### src/fw_pkg.sv
// Forward weighting shared definitions
`default_nettype none

package fw_pkg;

  ////////////////////////////////////////
  // Size limits
  ////////////////////////////////////////

  // Width of every data word
  localparam int unsigned DATA_SIZE = 16;
  // Largest memory size N
  localparam int unsigned MAX_N = 8;
  // Largest number of read heads R
  localparam int unsigned MAX_R = 4;

  // Index must also hold MAX_N itself as a size
  localparam int unsigned IDX_WIDTH = $clog2(MAX_N + 1);
  localparam int unsigned ADDR_WIDTH = $clog2(MAX_N * MAX_N);

  ////////////////////////////////////////
  // Types
  ////////////////////////////////////////

  typedef logic [DATA_SIZE-1:0] data_t;
  typedef logic [ADDR_WIDTH-1:0] addr_t;
  typedef logic [IDX_WIDTH-1:0] idx_t;

  ////////////////////////////////////////
  // Address helpers
  ////////////////////////////////////////

  // Linear store address, row major with a fixed row stride
  function automatic addr_t fw_addr(idx_t row, idx_t col, int unsigned stride);
    return addr_t'(32'(row) * stride + 32'(col));
  endfunction

  // True on the last position of a run of the given size
  function automatic logic fw_is_last(idx_t idx, idx_t size);
    return idx == idx_t'(size - idx_t'(1));
  endfunction

endpackage

`default_nettype wire

### src/dnc_forward_weighting.sv
// DNC forward weighting top level
`default_nettype none
`timescale 1ns/100ps

module dnc_forward_weighting
  import fw_pkg::*;
#(
  parameter int unsigned DATA_SIZE = fw_pkg::DATA_SIZE,
  parameter int unsigned MAX_N = fw_pkg::MAX_N,
  parameter int unsigned MAX_R = fw_pkg::MAX_R
) (
  // Global
  input  logic  clk,
  input  logic  reset,

  // Control
  input  logic  start,
  output logic  ready,
  input  idx_t  size_n_in,
  input  idx_t  size_r_in,

  // L stream, g outer and j inner
  input  logic  l_in_g_enable,
  input  logic  l_in_j_enable,
  // w stream, i outer and g inner
  input  logic  w_in_i_enable,
  input  logic  w_in_j_enable,
  input  data_t l_in,
  input  data_t w_in,

  // f results, i outer and j inner
  output logic  f_out_i_enable,
  output logic  f_out_j_enable,
  output data_t f_out
);

  ////////////////////////////////////////
  // Internal nets
  ////////////////////////////////////////

  // Loader to store
  logic  l_wr_enable;
  addr_t l_wr_addr;
  data_t l_wr_data;
  logic  w_wr_enable;
  addr_t w_wr_addr;
  data_t w_wr_data;

  // Loader to engine
  logic  l_load_done;
  logic  w_load_done;

  // Engine to store and back
  addr_t l_rd_addr;
  addr_t w_rd_addr;
  data_t l_rd_data;
  data_t w_rd_data;

  ////////////////////////////////////////
  // Loaders
  ////////////////////////////////////////

  // L is square, N by N
  fw_index_loader #(
    .MAX_N(MAX_N)
  ) l_loader (
    .clk(clk),
    .reset(reset),
    .start(start),
    .size_rows(size_n_in),
    .size_cols(size_n_in),
    .row_enable(l_in_g_enable),
    .col_enable(l_in_j_enable),
    .data_in(l_in),
    .wr_enable(l_wr_enable),
    .wr_addr(l_wr_addr),
    .wr_data(l_wr_data),
    .load_done(l_load_done)
  );

  // w is R heads by N slots
  fw_index_loader #(
    .MAX_N(MAX_N)
  ) w_loader (
    .clk(clk),
    .reset(reset),
    .start(start),
    .size_rows(size_r_in),
    .size_cols(size_n_in),
    .row_enable(w_in_i_enable),
    .col_enable(w_in_j_enable),
    .data_in(w_in),
    .wr_enable(w_wr_enable),
    .wr_addr(w_wr_addr),
    .wr_data(w_wr_data),
    .load_done(w_load_done)
  );

  ////////////////////////////////////////
  // Stores
  ////////////////////////////////////////

  fw_operand_buffer #(
    .DATA_SIZE(DATA_SIZE),
    .MAX_N(MAX_N)
  ) l_store (
    .clk(clk),
    .wr_enable(l_wr_enable),
    .wr_addr(l_wr_addr),
    .wr_data(l_wr_data),
    .rd_addr(l_rd_addr),
    .rd_data(l_rd_data)
  );

  fw_operand_buffer #(
    .DATA_SIZE(DATA_SIZE),
    .MAX_N(MAX_N)
  ) w_store (
    .clk(clk),
    .wr_enable(w_wr_enable),
    .wr_addr(w_wr_addr),
    .wr_data(w_wr_data),
    .rd_addr(w_rd_addr),
    .rd_data(w_rd_data)
  );

  ////////////////////////////////////////
  // Engine
  ////////////////////////////////////////

  // f(i;j) = sum over g of L(g;j) * w(i;g)
  fw_product_engine #(
    .DATA_SIZE(DATA_SIZE),
    .MAX_N(MAX_N),
    .MAX_R(MAX_R)
  ) product_engine (
    .clk(clk),
    .reset(reset),
    .start(start),
    .size_n(size_n_in),
    .size_r(size_r_in),
    .l_done(l_load_done),
    .w_done(w_load_done),
    .l_rd_addr(l_rd_addr),
    .w_rd_addr(w_rd_addr),
    .l_rd_data(l_rd_data),
    .w_rd_data(w_rd_data),
    .ready(ready),
    .f_out(f_out),
    .f_out_i_enable(f_out_i_enable),
    .f_out_j_enable(f_out_j_enable)
  );

endmodule

`default_nettype wire

### src/fw_index_loader.sv
// Operand index loader
`default_nettype none
`timescale 1ns/100ps

module fw_index_loader
  import fw_pkg::*;
#(
  parameter int unsigned MAX_N = fw_pkg::MAX_N
) (
  input  logic  clk,
  input  logic  reset,
  input  logic  start,
  input  idx_t  size_rows,
  input  idx_t  size_cols,
  input  logic  row_enable,
  input  logic  col_enable,
  input  data_t data_in,
  output logic  wr_enable,
  output addr_t wr_addr,
  output data_t wr_data,
  output logic  load_done
);

  ////////////////////////////////////////
  // Position tracking
  ////////////////////////////////////////

  // Position of the next expected element
  idx_t row_q;
  idx_t col_q;

  // Position of the element on the bus this cycle
  idx_t cur_row;
  idx_t cur_col;
  logic cur_last_col;
  logic cur_last;

  always_comb begin
    cur_row = row_q;
    cur_col = col_q;
    // Row strobe always marks column zero
    if (row_enable) begin
      cur_col = '0;
      // Short row seen, so move on to the next one
      if (col_q != '0) begin
        cur_row = idx_t'(row_q + idx_t'(1));
      end
    end
  end

  assign cur_last_col = fw_is_last(cur_col, size_cols);
  assign cur_last = cur_last_col && fw_is_last(cur_row, size_rows);

  always_ff @(posedge clk) begin
    if (reset || start) begin
      row_q <= '0;
      col_q <= '0;
    end else if (col_enable) begin
      // Column wraps at size_cols and carries into the row
      if (cur_last_col) begin
        col_q <= '0;
        row_q <= idx_t'(cur_row + idx_t'(1));
      end else begin
        col_q <= idx_t'(cur_col + idx_t'(1));
        row_q <= cur_row;
      end
    end
  end

  ////////////////////////////////////////
  // Store write port
  ////////////////////////////////////////

  // Write goes out in the same cycle as the strobe
  assign wr_enable = col_enable;
  assign wr_addr = fw_addr(cur_row, cur_col, MAX_N);
  assign wr_data = data_in;

  // Level that holds until the next start
  always_ff @(posedge clk) begin
    if (reset || start) begin
      load_done <= 1'b0;
    end else if (col_enable && cur_last) begin
      load_done <= 1'b1;
    end
  end

  ////////////////////////////////////////
  // Checks
  ////////////////////////////////////////

  // Row strobe only comes with an element
  row_with_col_a : assert property (
    @(posedge clk) disable iff (reset) row_enable |-> col_enable
  );

endmodule

`default_nettype wire

### src/fw_operand_buffer.sv
// Operand matrix store
`default_nettype none
`timescale 1ns/100ps

module fw_operand_buffer
  import fw_pkg::*;
#(
  parameter int unsigned DATA_SIZE = fw_pkg::DATA_SIZE,
  parameter int unsigned MAX_N = fw_pkg::MAX_N
) (
  input  logic  clk,
  input  logic  wr_enable,
  input  addr_t wr_addr,
  input  data_t wr_data,
  input  addr_t rd_addr,
  output data_t rd_data
);

  ////////////////////////////////////////
  // Storage
  ////////////////////////////////////////

  // Full square; the w store fills only its first MAX_R rows
  localparam int unsigned DEPTH = MAX_N * MAX_N;

  logic [DATA_SIZE-1:0] mem [DEPTH];

  // Single write port, visible after the edge
  always_ff @(posedge clk) begin
    if (wr_enable) begin
      mem[wr_addr] <= wr_data;
    end
  end

  ////////////////////////////////////////
  // Read port
  ////////////////////////////////////////

  // Registered read, one cycle of latency
  always_ff @(posedge clk) begin
    rd_data <= mem[rd_addr];
  end

  ////////////////////////////////////////
  // Checks
  ////////////////////////////////////////

  // Loader position must stay inside the store
  wr_in_range_a : assert property (
    @(posedge clk) wr_enable |-> (int'(wr_addr) < DEPTH)
  );

  // Engine reads only inside the store as well
  rd_in_range_a : assert property (
    @(posedge clk) !$isunknown(rd_addr) |-> (int'(rd_addr) < DEPTH)
  );

endmodule

`default_nettype wire

### src/fw_product_engine.sv
// Forward weighting product engine
`default_nettype none
`timescale 1ns/100ps

module fw_product_engine
  import fw_pkg::*;
#(
  parameter int unsigned DATA_SIZE = fw_pkg::DATA_SIZE,
  parameter int unsigned MAX_N = fw_pkg::MAX_N,
  parameter int unsigned MAX_R = fw_pkg::MAX_R
) (
  input  logic  clk,
  input  logic  reset,
  input  logic  start,
  input  idx_t  size_n,
  input  idx_t  size_r,
  input  logic  l_done,
  input  logic  w_done,
  output addr_t l_rd_addr,
  output addr_t w_rd_addr,
  input  data_t l_rd_data,
  input  data_t w_rd_data,
  output logic  ready,
  output data_t f_out,
  output logic  f_out_i_enable,
  output logic  f_out_j_enable
);

  ////////////////////////////////////////
  // Sequencer
  ////////////////////////////////////////

  typedef enum logic [1:0] {
    S_IDLE,
    S_WAIT,
    S_COMPUTE
  } state_t;

  state_t state;

  // Head, slot and sum counters
  idx_t i_q;
  idx_t j_q;
  idx_t g_q;
  logic issue_done;
  logic issue;
  logic last_g;
  logic last_j;
  logic last_i;
  logic f_last;

  assign issue = (state == S_COMPUTE) && !issue_done;
  assign last_g = fw_is_last(g_q, size_n);
  assign last_j = fw_is_last(j_q, size_n);
  assign last_i = fw_is_last(i_q, size_r);
  assign ready = (state == S_IDLE);

  always_ff @(posedge clk) begin
    if (reset) begin
      state <= S_IDLE;
      issue_done <= 1'b0;
      i_q <= '0;
      j_q <= '0;
      g_q <= '0;
    end else begin
      case (state)
        S_IDLE: begin
          if (start) begin
            state <= S_WAIT;
          end
        end
        S_WAIT: begin
          // Both operands stored, start at f(0;0)
          if (l_done && w_done) begin
            state <= S_COMPUTE;
            issue_done <= 1'b0;
            i_q <= '0;
            j_q <= '0;
            g_q <= '0;
          end
        end
        S_COMPUTE: begin
          if (issue) begin
            // g inner, j middle, i outer
            g_q <= last_g ? '0 : idx_t'(g_q + idx_t'(1));
            if (last_g) begin
              j_q <= last_j ? '0 : idx_t'(j_q + idx_t'(1));
              if (last_j) begin
                i_q <= idx_t'(i_q + idx_t'(1));
                if (last_i) begin
                  issue_done <= 1'b1;
                end
              end
            end
          end
          // Leave once the final result is on the output
          if (f_out_j_enable && f_last) begin
            state <= S_IDLE;
          end
        end
        default: state <= S_IDLE;
      endcase
    end
  end

  // L(g;j) and w(i;g) read every issue cycle
  assign l_rd_addr = fw_addr(g_q, j_q, MAX_N);
  assign w_rd_addr = fw_addr(i_q, g_q, MAX_N);

  ////////////////////////////////////////
  // Read stage tags
  ////////////////////////////////////////

  logic s1_valid;
  logic s1_first_g;
  logic s1_last_g;
  logic s1_first_j;
  logic s1_last;

  always_ff @(posedge clk) begin
    if (reset) begin
      s1_valid <= 1'b0;
    end else begin
      s1_valid <= issue;
    end
  end

  // Travel alongside rd_data
  always_ff @(posedge clk) begin
    s1_first_g <= (g_q == '0);
    s1_last_g <= last_g;
    s1_first_j <= (j_q == '0);
    s1_last <= last_g && last_j && last_i;
  end

  ////////////////////////////////////////
  // Multiply accumulate
  ////////////////////////////////////////

  // Low word of the product is all the wrapping sum needs
  logic [DATA_SIZE-1:0] prod;
  data_t acc;

  assign prod = l_rd_data * w_rd_data;

  // Sums wrap at the word width
  always_ff @(posedge clk) begin
    if (s1_valid) begin
      acc <= s1_first_g ? prod : acc + prod;
    end
  end

  // Strobes line up with the finished sum
  always_ff @(posedge clk) begin
    if (reset) begin
      f_out_j_enable <= 1'b0;
      f_out_i_enable <= 1'b0;
      f_last <= 1'b0;
    end else begin
      f_out_j_enable <= s1_valid && s1_last_g;
      f_out_i_enable <= s1_valid && s1_last_g && s1_first_j;
      f_last <= s1_valid && s1_last_g && s1_last;
    end
  end

  assign f_out = acc;

  ////////////////////////////////////////
  // Checks
  ////////////////////////////////////////

  start_when_ready_a : assert property (
    @(posedge clk) disable iff (reset) start |-> ready
  );

  no_result_in_idle_a : assert property (
    @(posedge clk) disable iff (reset) f_out_j_enable |-> (state != S_IDLE)
  );

  // Host sizes stay inside the stores while busy
  sizes_in_range_a : assert property (
    @(posedge clk) disable iff (reset)
      (state != S_IDLE) |-> (size_n <= MAX_N && size_r <= MAX_R && size_n != '0)
  );

endmodule

`default_nettype wire
### config.mk
export PLATFORM = sky130hd
export DESIGN_NAME = dnc_forward_weighting
export DESIGN_NICKNAME = d
export VERILOG_FILES = /design/src/fw_pkg.sv /design/src/dnc_forward_weighting.sv /design/src/fw_index_loader.sv /design/src/fw_operand_buffer.sv /design/src/fw_product_engine.sv
export SDC_FILE = /design/constraint.sdc
export NUM_CORES = 2
export LEC_CHECK = 0
export BUFFER_PORTS_ARGS = -buffer_cell sky130_fd_sc_hd__buf_4
export CORE_MARGIN = 4
export CORE_UTILIZATION = 51
export CTS_BUF_LIST = sky130_fd_sc_hd__clkbuf_4 sky130_fd_sc_hd__clkbuf_8
export CTS_CLUSTER_DIAMETER = 150
export DETAILED_ROUTE_END_ITERATION = 8
export GPL_TIMING_DRIVEN = 0
export PLACE_DENSITY = 0.67
export RECOVER_POWER = 50
export SLEW_MARGIN = 15
export SYNTH_ARGS = -nofsm -noshare
export SYNTH_HDL_FRONTEND = slang
export SYNTH_SLANG_ARGS = --single-unit
### constraint.sdc
create_clock -name clk -period 7.44 [get_ports clk]
set_clock_uncertainty 0.05 [all_clocks]
set_input_delay 1.488 -clock clk [delete_from_list [all_inputs] [get_ports clk]]
set_output_delay 1.488 -clock clk [all_outputs]
set_load 0.005 [all_outputs]
==> reports/results.tsv <==
stage	metric	value	unit
run_status	status	finished, violations left	
run_status	violations	max-capacitance violations, max-slew violations	
clocking	cts-root-buf	clkbuf_8	
cells_and_area	area_delta_synth_final	13.6	%
clocking	cts.hold.buffers_added	0	
sta	fmax	0.142	GHz
clocking	postCtsSetupBuffers	0	
global_routing	grt_start_max_net_pins	65	
sta	setup_viol_count_final	0	
worst_setup_path	required	8150	ps
power	leakage	31.0	nW
logic_synthesis	ys_ff_latch	2137	
worst_setup_path	cp_top_family	adder cells	
placed_design	gp_congestion	0.845	
detailed_routing	wl_per_cell	29.2	um
cells_and_area	layout.nets	4760	
min_path	hold_class	flip-flop to flip-flop	
placed_design	hpwlAfterDp	136000	um
logic_synthesis	synthArstFlopShare	0	
sta	tns	0	ps
global_routing	grtUsageMet1	0.334	
clocking	post_cts_resized	0	
cells_and_area	postLayoutCellArea	0.0984	mm^2
power	ir_worst_vdd	1.40	mV
logic_synthesis	synth_top_family_by_area	multiplexers	
logic_synthesis	synth-simple-area-share	0.0256	
power	finalPower	41.5	mW
detailed_routing	detail-route-antenna-nets	0	
logic_synthesis	syn_area_per_cell	21.7	um^2
logic_synthesis	ys_warn_count	0	
detailed_routing	dr.pass1.iters	5	
detailed_routing	first_iter_violations	4819	
cells_and_area	drive_above_1_share	0.323	
global_routing	grtUsageTotal	0.236	
global_routing	antenna_found_initial	14	
logic_synthesis	synth_compound_area_frac	0.00700	
cells_and_area	fin_cells	7008	
die	initial_core_util	0.512	
logic_synthesis	syn_inst	3992	
placed_design	io_buffers	63	
logic_synthesis	synth_cell_type_count	58	
worst_setup_path	critPathMostFrequentCell	fa_1	
sta	hold_viol	0	
detailed_routing	via_per_inst	6.00	
placed_design	dp_cells	6403	
global_routing	grt_pass1_vias	42700	
logic_synthesis	synth-adder-area-share	0.0317	
global_routing	grt_pass1_wl	298000	um
die	die_y	420	um
clocking	clkLatencyLatePin	1050	ps
sta	max_slew.worst_pin.slew	3440	ps
worst_setup_path	crit_slowest_cell	fa_1	
sta	drv_slew	2080	
worst_setup_path	cp-end-kind	flip-flop	
logic_synthesis	synth_edf_count	2064	
global_routing	grt_util_met2	0.381	
global_routing	met3_usage	0.0410	
sta	rsz0062_at_grt	no	
detailed_routing	vias	42000	
sta	slew_headroom	-1.30	
die	dieArea	0.177	mm^2
logic_synthesis	synth_nets	4210	
worst_setup_path	cpPeakStageDelay	580	ps
logic_synthesis	yosysTopAreaCellShare	0.715	
cells_and_area	post-route-util	0.582	
worst_setup_path	setup.worst_path.start_class	flip-flop	
detailed_routing	wl	205000	um
placed_design	placed_area	0.0920	mm^2
worst_setup_path	cp_max_fo	10	
clocking	cts_sinks	2137	
logic_synthesis	yosys.area.top_type	edfxtp_1	
logic_synthesis	synth_xor_area_frac	0.0119	
logic_synthesis	syn-cell-area	0.0866	mm^2
logic_synthesis	seq_area_frac_synth	0.732	
logic_synthesis	ys_top_cells_by_area	edfxtp_1, mux4_2, fa_1, dfxtp_1, ha_1	
detailed_routing	drc	0	
die	num_rows	151	
sta	period_needed	7040	ps
cells_and_area	fill_cells	12100	
power	p_per_area	422	mW/mm^2
die	design.core.area	0.169	mm^2
sta	post-route-period-util	0.946	
global_routing	grt.overflow.total	0	
worst_setup_path	crit_type	flip-flop to flip-flop	
clocking	clockBufferDepth	4	
clocking	clk_pin_slew	70	ps
die	dieWidth	420	um
die	io_pins	66	
worst_setup_path	crit_chain	clkbuf_1 -> nand2_1 -> fa_1 -> fa_1 -> fa_1 -> fa_1 -> inv_1 -> fa_1 -> inv_1 -> fa_1 -> inv_1 -> ha_1 -> and2_1 -> a22o_1 -> a311oi_1 -> xnor2_1 -> ha_1 -> and3_1 -> nand3_1 -> nand4b_1 -> mux2i_1 -> xnor3_1	
clocking	htree_levels	5	
clocking	cts_tree	built	
flow_run	cap_violations	32	
worst_setup_path	crit_buf_inv	4	
global_routing	grt-busiest-layer	met2	
worst_setup_path	critPathArrivalTime	7740	ps
logic_synthesis	synth_ff_type	edfxtp_1	
clocking	cts_buffers	354	
logic_synthesis	synthMuxAreaShare	0.176	
[kinds of logic after synthesis]
group                    Yosys count
buffers and inverters            321
flip-flops                      2137
multiplexers                     686
XOR/XNOR                         112
adder cells (fa/ha/maj)          171
AO/OA/AOI/OAI                     94
AND/OR/NAND/NOR                  471
[registers in the layout, indices dropped and copies added, names as in the netlist, 16 cells and up]
name                  cells
l_store.mem            1024
l_store.rd_data          16
product_engine.f_out     16
w_store.mem            1024
w_store.rd_data          16
[report_power, final]
group          total [mW]  switching (mW)  internal, mW
logic                17.9            9.53          8.35
clock network        9.77            4.46          5.30
registers            13.9           0.129          13.7
total                41.5            14.1          27.4
[synth_stat cells, types with 3 or more instances]
cell type and number:
o21bai_1 4, ha_1 90, inv_1 138, xnor2_1 63
a31o_2 3, o21ai_0 22, fa_1 81, a211oi_1 3
xor2_1 44, and3_1 4, mux2i_1 10, buf_4 11
nand2_1 99, buf_2 41, or2_2 4, nor3b_1 4
mux4_2 672, or3_1 4, edfxtp_1 2064, clkbuf_1 97
nand4b_1 3, nor4_1 5, dfxtp_1 73, nor2_1 176
and2_1 91, mux2_2 4, a22oi_1 3, a21o_1 6
nand4_1 8, nand2b_1 13, a21oi_1 29, nand3_1 28
nor2b_1 14, a31oi_1 4, buf_1 32, nor3_1 16
[per-stage QoR]
step	setup WS (ps)	hold WS, ps
3_3_place_gp	377	361
6_report	404	414
5_1_grt	16.6	456
4_1_cts	342	418
3_5_place_dp	334	375
2_1_floorplan	1150	356
[metal layers]
metal | vias to the layer above | wire length, um | share of wire
met4 | 0 | 6170 | 0.030
met3 | 336 | 15500 | 0.076
li1 | 17500 | - | -
met2 | 1870 | 101000 | 0.49
met1 | 22300 | 82200 | 0.40
met5 | - | 0 | 0
[placed cells by master (no fill, tap or decap), drive strengths merged, types with 25 or more instances in the layout]
master,instances
ha,90
inv,141
o21ai,25
buf,228
dfxtp,73
xnor2,64
clkbuf,622
edfxtp,2064
mux4,672
nand2,99
fa,81
a21oi,29
nor2,176
clkinv,108
and2,91
xor2,46
nand3,28
[area by class of cell]
class / count / area [um^2] / share of cell area
clock buffer: 473 / 5840 / 0.0593
clock inverter: 126 / 736 / 0.00747
buffer: 183 / 791 / 0.00803
multi-input combinational: 1534 / 22200 / 0.226
tap: 2218 / 2780 / 0.0282
timing repair buffer: 194 / 2100 / 0.0213
sequential: 2137 / 63400 / 0.645
antenna: 5 / 12.5 / 0.000127
inverter: 138 / 518 / 0.00526
[final timing paths]
kind                           from                        to  slack (ps)  cells past startpoint
max reg2reg      w_store.rd_data[1]  product_engine.f_out[15]         400                     22
max              w_store.rd_data[1]  product_engine.f_out[15]         400                     22
min reg2reg  product_engine.s1_last     product_engine.f_last         410                      1
min          product_engine.s1_last     product_engine.f_last         410                      1
(Power assumes the default switching activity.)
